File: config.mk
export PLATFORM = sky130hd
export DESIGN_NAME = rv_core
export DESIGN_NICKNAME = d
export VERILOG_FILES = /design/src/hw/rv_pkg.sv /design/src/hw/rv_control.sv /design/src/hw/rv_core.sv /design/src/hw/rv_decoder.sv /design/src/hw/rv_execute.sv /design/src/hw/rv_regfile.sv
export SDC_FILE = /design/constraint.sdc
export NUM_CORES = 2
export LEC_CHECK = 0
export BUFFER_PORTS_ARGS = -buffer_cell sky130_fd_sc_hd__buf_4
export CORE_UTILIZATION = 40
export CTS_BUF_LIST = sky130_fd_sc_hd__clkbuf_8
export DETAILED_ROUTE_END_ITERATION = 6
export SLEW_MARGIN = 15
export SYNTH_ARGS = -nofsm -noshare
export SYNTH_HDL_FRONTEND = slang
export SYNTH_SLANG_ARGS = --single-unit
File: constraint.sdc
create_clock -name clk -period 8.6 [get_ports clk]
set_input_delay 0.43 -clock clk [delete_from_list [all_inputs] [get_ports clk]]
set_output_delay 0.43 -clock clk [all_outputs]
set_load 0.05 [all_outputs]
File: src/hw/rv_pkg.sv
`default_nettype none

package rv_pkg;

    localparam int xlen       = 32;
    localparam int reg_addr_w = 5;

    // ebreak, the only system instruction the core accepts
    localparam logic [xlen-1:0] ebreak_word = 32'h0010_0073;

    // major opcodes, inst[6:0]
    typedef enum logic [6:0] {
        opc_op     = 7'b0110011,
        opc_op_imm = 7'b0010011,
        opc_load   = 7'b0000011,
        opc_store  = 7'b0100011,
        opc_branch = 7'b1100011,
        opc_lui    = 7'b0110111,
        opc_auipc  = 7'b0010111,
        opc_jal    = 7'b1101111,
        opc_jalr   = 7'b1100111,
        opc_system = 7'b1110011
    } opcode_t;

    typedef enum logic [3:0] {
        cls_op,
        cls_op_imm,
        cls_load,
        cls_store,
        cls_branch,
        cls_lui,
        cls_auipc,
        cls_jal,
        cls_jalr,
        cls_system,
        cls_illegal     // anything we do not run, halts the core
    } inst_class_t;

    typedef enum logic [3:0] {
        alu_add,
        alu_sub,
        alu_sll,
        alu_slt,
        alu_sltu,
        alu_xor,
        alu_srl,
        alu_sra,
        alu_or,
        alu_and
    } alu_op_t;

    // branch funct3 encodings
    typedef enum logic [2:0] {
        br_eq  = 3'b000,
        br_ne  = 3'b001,
        br_lt  = 3'b100,
        br_ge  = 3'b101,
        br_ltu = 3'b110,
        br_geu = 3'b111
    } branch_fn_t;

    typedef struct packed {
        inst_class_t           cls;
        alu_op_t               alu_op;
        logic [2:0]            funct3;
        logic [reg_addr_w-1:0] rd;
        logic [reg_addr_w-1:0] rs1;
        logic [reg_addr_w-1:0] rs2;
        logic [xlen-1:0]       imm;     // already sign extended
    } decoded_t;

    // one shared bus for fetch and data
    typedef struct packed {
        logic [xlen-1:0] addr;
        logic [xlen-1:0] wdata;
        logic            we;
    } mem_req_t;

endpackage

`default_nettype wire

File: src/hw/rv_control.sv
`default_nettype none

module rv_control #(
    parameter logic [rv_pkg::xlen-1:0] RESET_PC = 32'h0
) (
    input  logic                    clk,
    input  logic                    reset,
    input  logic                    mem_ack,
    input  logic [rv_pkg::xlen-1:0] mem_rdata,
    input  rv_pkg::decoded_t        dec,
    input  logic [rv_pkg::xlen-1:0] alu_result,
    input  logic [rv_pkg::xlen-1:0] next_pc,
    input  logic [rv_pkg::xlen-1:0] store_data,
    output logic                    mem_valid,
    output rv_pkg::mem_req_t        mem_req,
    output logic [rv_pkg::xlen-1:0] inst,
    output logic [rv_pkg::xlen-1:0] pc,
    output logic [rv_pkg::xlen-1:0] load_data,
    output logic                    rf_we,
    output logic                    halted
);

    typedef enum logic [2:0] {
        fetch_req,
        fetch_wait_low,
        exec,
        data_req,
        data_wait_low,
        writeback,
        halt
    } state_t;

    state_t state;
    logic   is_mem;
    logic   is_stop;
    logic   writes_rd;

    assign is_mem    = (dec.cls == rv_pkg::cls_load) || (dec.cls == rv_pkg::cls_store);
    assign is_stop   = (dec.cls == rv_pkg::cls_system) || (dec.cls == rv_pkg::cls_illegal);
    assign writes_rd = dec.cls inside {rv_pkg::cls_op, rv_pkg::cls_op_imm, rv_pkg::cls_lui,
                                       rv_pkg::cls_auipc, rv_pkg::cls_jal, rv_pkg::cls_jalr};

    always_ff @(posedge clk) begin
        if (reset) begin
            state     <= fetch_req;
            mem_valid <= 1'b0;
            pc        <= RESET_PC;
        end else begin
            case (state)
                fetch_req: begin
                    if (!mem_valid && !mem_ack) begin  // first fetch after reset
                        mem_valid <= 1'b1;
                    end else if (mem_valid && mem_ack) begin
                        mem_valid <= 1'b0;
                        state     <= fetch_wait_low;
                    end
                end
                fetch_wait_low: if (!mem_ack) state <= exec;
                exec: begin
                    if (is_stop) begin
                        state <= halt;
                    end else if (is_mem) begin
                        mem_valid <= 1'b1;
                        state     <= data_req;
                    end else begin
                        // ALU and jump retire here, next fetch starts at once
                        pc        <= next_pc;
                        mem_valid <= 1'b1;
                        state     <= fetch_req;
                    end
                end
                data_req: begin
                    if (mem_ack) begin
                        mem_valid <= 1'b0;
                        state     <= data_wait_low;
                    end
                end
                data_wait_low: if (!mem_ack) state <= writeback;
                writeback: begin
                    pc        <= next_pc;
                    mem_valid <= 1'b1;
                    state     <= fetch_req;
                end
                default: state <= halt;     // stays here until reset
            endcase
        end
    end

    // instruction and load registers
    always_ff @(posedge clk) begin
        if (state == fetch_req && mem_valid && mem_ack) begin
            inst <= mem_rdata;
        end
        if (state == data_req && mem_ack) begin
            load_data <= mem_rdata;
        end
    end

    always_comb begin
        mem_req.addr  = (state == data_req) ? alu_result : pc;
        mem_req.wdata = store_data;
        mem_req.we    = (state == data_req) && (dec.cls == rv_pkg::cls_store);
    end

    assign rf_we  = (state == exec && writes_rd) ||
                    (state == writeback && dec.cls == rv_pkg::cls_load);
    assign halted = (state == halt);

endmodule

`default_nettype wire

File: src/hw/rv_core.sv
`default_nettype none

module rv_core #(
    parameter logic [rv_pkg::xlen-1:0] RESET_PC = 32'h0
) (
    input  logic                    clk,
    input  logic                    reset,
    input  logic                    mem_ack,
    input  logic [rv_pkg::xlen-1:0] mem_rdata,
    output logic                    mem_valid,
    output rv_pkg::mem_req_t        mem_req,
    output logic                    halted
);

    rv_pkg::decoded_t        dec;
    logic [rv_pkg::xlen-1:0] inst;
    logic [rv_pkg::xlen-1:0] pc;
    logic [rv_pkg::xlen-1:0] load_data;
    logic [rv_pkg::xlen-1:0] rdata1;
    logic [rv_pkg::xlen-1:0] rdata2;     // also the store word
    logic [rv_pkg::xlen-1:0] alu_result;
    logic [rv_pkg::xlen-1:0] next_pc;
    logic [rv_pkg::xlen-1:0] wb_data;
    logic                    rf_we;

    rv_control #(
        .RESET_PC(RESET_PC)
    ) u_control (
        .clk       (clk),
        .reset     (reset),
        .mem_ack   (mem_ack),
        .mem_rdata (mem_rdata),
        .dec       (dec),
        .alu_result(alu_result),
        .next_pc   (next_pc),
        .store_data(rdata2),
        .mem_valid (mem_valid),
        .mem_req   (mem_req),
        .inst      (inst),
        .pc        (pc),
        .load_data (load_data),
        .rf_we     (rf_we),
        .halted    (halted)
    );

    rv_decoder u_decoder (
        .inst(inst),
        .dec (dec)
    );

    rv_regfile u_regfile (
        .clk   (clk),
        .we    (rf_we),
        .waddr (dec.rd),
        .raddr1(dec.rs1),
        .raddr2(dec.rs2),
        .wdata (wb_data),
        .rdata1(rdata1),
        .rdata2(rdata2)
    );

    rv_execute u_execute (
        .dec       (dec),
        .src1      (rdata1),
        .src2      (rdata2),
        .pc        (pc),
        .load_data (load_data),
        .alu_result(alu_result),
        .next_pc   (next_pc),
        .wb_data   (wb_data)
    );

endmodule

`default_nettype wire

File: src/hw/rv_decoder.sv
`default_nettype none

module rv_decoder (
    input  logic [rv_pkg::xlen-1:0] inst,
    output rv_pkg::decoded_t        dec
);

    logic [6:0] funct7;
    logic [2:0] funct3;
    logic       alt_ok;     // funct7 legal for R-type and shift forms

    assign funct7 = inst[31:25];
    assign funct3 = inst[14:12];
    assign alt_ok = (funct7 == 7'h00) || (funct7 == 7'h20 && funct3 inside {3'b000, 3'b101});

    always_comb begin
        dec.funct3 = funct3;
        dec.rd     = inst[11:7];
        dec.rs1    = inst[19:15];
        dec.rs2    = inst[24:20];

        case (rv_pkg::opcode_t'(inst[6:0]))
            rv_pkg::opc_op:
                dec.cls = alt_ok ? rv_pkg::cls_op : rv_pkg::cls_illegal;
            rv_pkg::opc_op_imm:
                dec.cls = (funct3 inside {3'b001, 3'b101} && !alt_ok) ?
                          rv_pkg::cls_illegal : rv_pkg::cls_op_imm;
            rv_pkg::opc_load:   // word access only
                dec.cls = (funct3 == 3'b010) ? rv_pkg::cls_load : rv_pkg::cls_illegal;
            rv_pkg::opc_store:
                dec.cls = (funct3 == 3'b010) ? rv_pkg::cls_store : rv_pkg::cls_illegal;
            rv_pkg::opc_branch:
                dec.cls = (funct3 inside {3'b010, 3'b011}) ?
                          rv_pkg::cls_illegal : rv_pkg::cls_branch;
            rv_pkg::opc_lui:    dec.cls = rv_pkg::cls_lui;
            rv_pkg::opc_auipc:  dec.cls = rv_pkg::cls_auipc;
            rv_pkg::opc_jal:    dec.cls = rv_pkg::cls_jal;
            rv_pkg::opc_jalr:
                dec.cls = (funct3 == 3'b000) ? rv_pkg::cls_jalr : rv_pkg::cls_illegal;
            rv_pkg::opc_system:
                dec.cls = (inst == rv_pkg::ebreak_word) ? rv_pkg::cls_system : rv_pkg::cls_illegal;
            default:            dec.cls = rv_pkg::cls_illegal;
        endcase

        // immediate format follows the class
        case (dec.cls)
            rv_pkg::cls_store:
                dec.imm = {{20{inst[31]}}, inst[31:25], inst[11:7]};
            rv_pkg::cls_branch:
                dec.imm = {{20{inst[31]}}, inst[7], inst[30:25], inst[11:8], 1'b0};
            rv_pkg::cls_lui, rv_pkg::cls_auipc:
                dec.imm = {inst[31:12], 12'b0};
            rv_pkg::cls_jal:
                dec.imm = {{12{inst[31]}}, inst[19:12], inst[20], inst[30:21], 1'b0};
            default:
                dec.imm = {{20{inst[31]}}, inst[31:20]};    // I-type
        endcase

        // address and link arithmetic all use add
        dec.alu_op = rv_pkg::alu_add;
        if (dec.cls == rv_pkg::cls_op || dec.cls == rv_pkg::cls_op_imm) begin
            case (funct3)
                3'b000: dec.alu_op = (dec.cls == rv_pkg::cls_op && inst[30]) ?
                                     rv_pkg::alu_sub : rv_pkg::alu_add;
                3'b001: dec.alu_op = rv_pkg::alu_sll;
                3'b010: dec.alu_op = rv_pkg::alu_slt;
                3'b011: dec.alu_op = rv_pkg::alu_sltu;
                3'b100: dec.alu_op = rv_pkg::alu_xor;
                3'b101: dec.alu_op = inst[30] ? rv_pkg::alu_sra : rv_pkg::alu_srl;
                3'b110: dec.alu_op = rv_pkg::alu_or;
                default: dec.alu_op = rv_pkg::alu_and;
            endcase
        end
    end

endmodule

`default_nettype wire

File: src/hw/rv_execute.sv
`default_nettype none

module rv_execute (
    input  rv_pkg::decoded_t        dec,
    input  logic [rv_pkg::xlen-1:0] src1,
    input  logic [rv_pkg::xlen-1:0] src2,
    input  logic [rv_pkg::xlen-1:0] pc,
    input  logic [rv_pkg::xlen-1:0] load_data,
    output logic [rv_pkg::xlen-1:0] alu_result,
    output logic [rv_pkg::xlen-1:0] next_pc,
    output logic [rv_pkg::xlen-1:0] wb_data
);

    logic [rv_pkg::xlen-1:0] alu_a;
    logic [rv_pkg::xlen-1:0] alu_b;
    logic [rv_pkg::xlen-1:0] link_addr;
    logic [4:0]              shamt;
    logic                    taken;

    assign link_addr = pc + 32'd4;
    assign shamt     = alu_b[4:0];

    // operand select
    always_comb begin
        case (dec.cls)
            rv_pkg::cls_auipc, rv_pkg::cls_jal, rv_pkg::cls_branch: begin
                alu_a = pc;
                alu_b = dec.imm;
            end
            rv_pkg::cls_lui: begin
                alu_a = '0;
                alu_b = dec.imm;
            end
            rv_pkg::cls_op: begin
                alu_a = src1;
                alu_b = src2;
            end
            default: begin      // I-type and S-type
                alu_a = src1;
                alu_b = dec.imm;
            end
        endcase
    end

    always_comb begin
        case (dec.alu_op)
            rv_pkg::alu_sub:  alu_result = alu_a - alu_b;
            rv_pkg::alu_sll:  alu_result = alu_a << shamt;
            rv_pkg::alu_slt:  alu_result = {31'b0, $signed(alu_a) < $signed(alu_b)};
            rv_pkg::alu_sltu: alu_result = {31'b0, alu_a < alu_b};
            rv_pkg::alu_xor:  alu_result = alu_a ^ alu_b;
            rv_pkg::alu_srl:  alu_result = alu_a >> shamt;
            rv_pkg::alu_sra:  alu_result = $unsigned($signed(alu_a) >>> shamt);
            rv_pkg::alu_or:   alu_result = alu_a | alu_b;
            rv_pkg::alu_and:  alu_result = alu_a & alu_b;
            default:          alu_result = alu_a + alu_b;
        endcase
    end

    // branch compare works on the raw register operands
    always_comb begin
        case (rv_pkg::branch_fn_t'(dec.funct3))
            rv_pkg::br_eq:  taken = (src1 == src2);
            rv_pkg::br_ne:  taken = (src1 != src2);
            rv_pkg::br_lt:  taken = ($signed(src1) < $signed(src2));
            rv_pkg::br_ge:  taken = ($signed(src1) >= $signed(src2));
            rv_pkg::br_ltu: taken = (src1 < src2);
            rv_pkg::br_geu: taken = (src1 >= src2);
            default:        taken = 1'b0;
        endcase
    end

    always_comb begin
        next_pc = link_addr;
        case (dec.cls)
            rv_pkg::cls_jal:    next_pc = alu_result;
            rv_pkg::cls_jalr:   next_pc = {alu_result[rv_pkg::xlen-1:1], 1'b0};
            rv_pkg::cls_branch: next_pc = taken ? alu_result : link_addr;
            default:            next_pc = link_addr;
        endcase
    end

    always_comb begin
        case (dec.cls)
            rv_pkg::cls_jal, rv_pkg::cls_jalr: wb_data = link_addr;
            rv_pkg::cls_load:                  wb_data = load_data;
            default:                           wb_data = alu_result;
        endcase
    end

endmodule

`default_nettype wire

File: src/hw/rv_regfile.sv
`default_nettype none

module rv_regfile (
    input  logic                          clk,
    input  logic                          we,
    input  logic [rv_pkg::reg_addr_w-1:0] waddr,
    input  logic [rv_pkg::reg_addr_w-1:0] raddr1,
    input  logic [rv_pkg::reg_addr_w-1:0] raddr2,
    input  logic [rv_pkg::xlen-1:0]       wdata,
    output logic [rv_pkg::xlen-1:0]       rdata1,
    output logic [rv_pkg::xlen-1:0]       rdata2
);

    logic [rv_pkg::xlen-1:0] regs [2**rv_pkg::reg_addr_w];

    always_ff @(posedge clk) begin
        if (we && waddr != '0) begin    // x0 is never written
            regs[waddr] <= wdata;
        end
    end

    // x0 entry is never initialised, so mask it on read
    assign rdata1 = (raddr1 == '0) ? '0 : regs[raddr1];
    assign rdata2 = (raddr2 == '0) ? '0 : regs[raddr2];

endmodule

`default_nettype wire

Yosys cells after proc, flatten, opt, wreduce, memory -nomap -nowiden
Memory sizes are Yosys's and may differ from the RTL's. A register that Yosys moved wholly into a read port is not among the register bits.
Cells that the tools add are included.
{ "op_classes": {"shifts": 3, "n_reduce_logical": 39, "n_bitwise": 3, "n_addsub": 3, "n_eq_ne": 54, "order_cmp": 6, "muxes": 43} }
{ "ops": {"columns": ["op", "count"], "rows": [
  ["case mux 32 bit (9 select lines)", 1],
  ["2-to-1 mux 32 bit", 7],
  ["case mux 32 bit (2 select lines)", 3],
  ["less-than comparator 32 bit", 4],
  ["case mux 31 bit (4 select lines)", 1],
  ["case mux 32 bit (3 select lines)", 1],
  [">= comparator 32 bit", 2],
  ["case mux 4 bit (10 select lines)", 1],
  ["adder 32 x 3 -> 32 bit, second input constant", 1],
  ["adder 32 bit", 1],
  ["bitwise AND 32 bit", 1],
  ["equality test 32 x 21 -> 1 bit, second input constant", 1],
  ["equality test 32 bit", 1],
  ["equality test 4 x 3 -> 1 bit, second input constant", 8],
  ["!= test 32 bit", 1],
  ["bitwise OR 32 bit", 1],
  ["<< shifter 32 x 5 -> 32 bit", 1],
  [">> shifter 32 x 5 -> 32 bit", 1],
  [">>> shifter 32 x 5 -> 32 bit", 1],
  ["subtractor 32 bit", 1],
  ["XOR 32 bit", 1],
  ["equality test 7 x 6 -> 1 bit, second input constant", 4],
  ["equality test 7 bit, second input constant", 4],
  ["case mux 4 bit (7 select lines)", 1],
  ["other kinds (35)", 102]
]} }
{ "word_totals": {"n_memories": 1, "wordCells": 157, "input_bits": 35, "regBits": 100, "mem_bits_rw": 1024} }
{ "memory_table": {"columns": ["memory", "words", "word_bits", "rd", "rd_ports_with_merged_regs", "write_ports", "line", "rtl"], "rows": [
  ["u_regfile.regs", 32, 32, 2, 2, 1, "rv_regfile.sv:14", "logic [rv_pkg::xlen-1:0] regs [2**rv_pkg::reg_addr_w];"]
]} }

Logic depth before layout (Yosys ltp)
{ "depth": {"depth_word": 20, "mapped_depth": 29, "depth_no_buf": 22} }

By module
A second synthesis with hierarchy kept.
{ "hier_totals": {"hier_cells": 5062, "area_unflattened_um2": 67294.5} }
{ "by_module_without_submodules": {"columns": ["module", "area_each_um2", "cells_each", "instances"], "rows": [
  ["rv_regfile", 47929.7, 2564, 1],
  ["rv_execute", 13361.6, 1933, 1],
  ["rv_control", 4936.0, 418, 1],
  ["rv_decoder", 1067.3, 147, 1]
]} }

Worst setup path after synthesis
Ideal clock, no wire load.
{ "synth_timing": {"kind": "register to register", "from": "register with a tool-made name", "to": "memory u_regfile.regs[0][29] in the netlist's numbering (data pin)", "synth_period_minus_slack_ns": 8.297, "t_arrival_ns": 7.843, "path_stages_with_launch": 27, "n_path_buf": 6, "slack_ns": 0.303, "cell_sequence": "dfxtp_1 buf_2 buf_6 buf_2 clkbuf_1 clkbuf_1 buf_1 mux4_2 mux4_2 mux2i_1 nor2_1 inv_1 o21ai_0 ha_1 a21o_1 a21o_1 a211o_1 a211o_1 a41o_1 a41oi_1 o31ai_1 a31o_2 a21oi_1 o21bai_1 nand2_1 a32oi_1 o21ai_0"} }
{ "synth_rtl": {"columns": ["element", "line"], "rows": [
  ["to (decl)", "rv_regfile.sv:14"]
]} }

==> flow_summary.ini <==
[worst_hold_path]
hp-class = input port to flop

[route]
num_vias = 46700
antenna_left = 0
drt_pass1_iterations = 7
wl_per_cell_um = 36.1
drtIter0Drc = 6953
wirelength_um = 251000
routed_via_density = 6.70
drt_drc_violations_left = 2

[layout]
fin_util_pct = 46.0
drive_gt1_share_pct = 28.5
fin_nets = 4903
area_delta_synth_final_pct = 13.8
stdcell_count = 6963
design_area_um2 = 73000

[die]
die_w_um = 402
row_count = 146
die_area_um2 = 162000
io_pins = 102
core_area_um2 = 159000
dieHeight_um = 402
start_util_pct = 40.4

[sta]
finalSetupViolCount = 0
clock_skew_ps = 65.4
worstMarginPinSlew_ps = 1210
finalHoldViolCount = 0
finalCritPeriodShare_pct = 97.8
slew_violations = 0
slew_headroom_pct = 19.1
hold_slack_ps = 260
period_needed_ps = 8410
fmax_ghz = 0.119

[logic_synthesis]
netlist_area_um2 = 64200
synth_most_common_cell = edfxtp_1
synth_top_area_share_pct = 50.9
synth-seq-area-share_pct = 52.4
synthArstFlopShare_pct = 0
ys_ff_latch = 1134
synthTopCellsByArea = edfxtp_1 51%, mux4_2 22%, mux2i_1 2.8%
synth_ff_type = edfxtp_1
ys_top_cells_by_count = 1088 x edfxtp_1, 618 x mux4_2, 294 x nand2_1
synth_warnings = 0
avgSynthCellArea_um2 = 14.5
synth_edf_count = 1088
synth_cell_types = 98
synthCells = 4438
yosys.area.top_type = edfxtp_1

[setup_path]
crit_type = flop to output pin
cp_data_arrival_time_ps = 7980
crit_required_ps = 8170
start_kind = flop
critPathMaxFanout = 24
crit_path_end_kind = output pin

[cts]
path_clk_slew_ps = 70
cts_buffers = 185
clockRootBuffer = clkbuf_8
cts_tree = yes
cts_sinks = 1134
cts_buffer_depth = 3
clk_latency_ps = 960
cts_htree_levels = 4

[grt]
grt_pass1_wl_um = 349000
grt-busiest-layer = met2
grt_overflow = 0
grtUsageTotal_pct = 30.6
antenna_found_initial = 7
gr-usage-met3_pct = 6.30
grt_use_met1_pct = 40.3
grt_pass1_vias = 45400
grt_max_degree = 63
grtUsageMet2_pct = 47.8

[power_and_ir_drop]
power.switching_mw = 12.3
swShare_pct = 43.9
power.leakage_nw = 24.9
power.total_mw = 28.0
clkPwrFrac_pct = 15.8
power_density_nw_per_um2 = 383
power_frac_seq_pct = 31.8
vdd_drop_max_mv = 0.331
combPwrFrac_pct = 52.5
power.internal_mw = 15.7

[outcome]
status = finished with violations
violations = design-rule violations

[run]
maxCapViolations = 0

[place]
place_congestion = 1.04
dpl_cell_area_um2 = 68800
dpl.hpwl_um = 169000
dp.cells = 6562
numPortBuffers = 101
## critical path: stages (launching register included)
cell	delay, ps
dfxtp_4	500
buf_4	230
clkbuf_16	270
mux4_2	520
mux4_2	490
mux2i_1	230
nor2_1	90
inv_1	320
o21ai_0	300
ha_1	570
inv_1	180
nor4b_1	350
a211o_1	230
a41o_1	370
a41oi_1	270
o31ai_1	330
buf_4	180
a31o_2	180
a221o_1	140
o21ai_0	70
nand3_1	70
a31oi_1	60
buf_4	240
o21ai_0	500
buf_4	310
## path summary, 6_finish.rpt
kind	startpoint	end	slack, ps	cells past startpoint
setup / recovery	flop	mem_req[60]	190	24
hold / removal	mem_rdata[31]	u_control.load_data[31]	260	2
setup reg to reg	flop	u_regfile.regs[13][8]	1050	22
hold reg to reg	u_control.inst[19]	flop	530	2
## layer usage
metal	vias to the layer above	wire length, µm
li1	18700	-
met1	24100	93600
met2	3174	116000
met3	659	26300
met4	2	15300
met5	-	13
## cell usage in the layout (no fill, tap or decap), types with 27 or more instances in the layout
| master | netlist | final |
|---|---|---|
| edfxtp_1 | 1088 | 1088 |
| nor2b_1 | 37 | 36 |
| conb_1 | 1 | 32 |
| mux2i_1 | 180 | 180 |
| xnor2_1 | 34 | 34 |
| mux4_2 | 618 | 618 |
| nand3_1 | 91 | 90 |
| a21oi_1 | 207 | 206 |
| clkbuf_8 | 0 | 187 |
| nor2_4 | 0 | 32 |
| nor3_1 | 59 | 54 |
| o22ai_1 | 34 | 34 |
| and3_1 | 37 | 37 |
| a22oi_1 | 37 | 37 |
| dlygate4sd3_1 | 0 | 34 |
| a21o_1 | 49 | 49 |
| nor2_1 | 244 | 212 |
| inv_1 | 139 | 199 |
| nand2b_1 | 36 | 36 |
| ha_1 | 130 | 130 |
| a211oi_1 | 62 | 62 |
| mux2_2 | 27 | 27 |
| buf_4 | 11 | 366 |
| nand2_1 | 294 | 294 |
| a31oi_1 | 36 | 34 |
| dfxtp_1 | 46 | 37 |
| clkinv_1 | 4 | 53 |
| o211ai_1 | 41 | 41 |
| o21ai_0 | 152 | 141 |
## power by group through the flow
stage	logic [mW]	clock network, mW	registers [mW]
floorplan	8.31	0	8.91
global placement	14.0	0	9.01
detailed placement	14.1	0	9.02
CTS	14.2	4.47	8.90
global route	15.3	4.69	8.90
finish	14.7	4.41	8.88
## metrics by stage
stage          worst slack (ps)  setup TNS [ps]
2_1_floorplan               303               0
3_3_place_gp                288               0
3_5_place_dp                828               0
4_1_cts                    15.7               0
5_1_grt                   -2.04           -2.04
6_report                    192               0
## layout make-up
type                    instances  area (µm²)
fillers                     13800       85800
flip-flops and latches       1134       33600
multi-input cells            2843       29200
repair buffers                427        3630
well taps                    2072        2590
clock buffers                 187        2570
clock inverters               152         832
inverters                     145         544
diodes                          3        7.51
## sequential cells by signal, indices dropped and copies added, names as in the netlist, named ones only
name and cells:
u_control.state 3, u_control.mem_valid 1, u_control.pc 32, u_control.load_data 32, u_regfile.regs 1024, u_control.inst 32
## cell families after synthesis
| group | count (synthesis) | synth area share [%] |
|---|---|---|
| simple gates | 934 | 6.93 |
| compound gates | 861 | 9.06 |
| mux | 828 | 25.1 |
| xor+xnor | 56 | 0.765 |
| flops | 1134 | 52.4 |
| buf+inv | 492 | 3.20 |
| other cells | 1 | 0.00585 |
| fa+ha+maj | 132 | 2.60 |
## repair_timing
item	CTS	global route
pin swaps	2	2
hold buffers	34	0
endpoints found under the setup margin	8	10
buffers inserted	12	12
gates cloned	0	2
endpoints found under the hold margin	89	0
resized for setup	6	25
No activity file was read; power rests on OpenSTA's default activity.
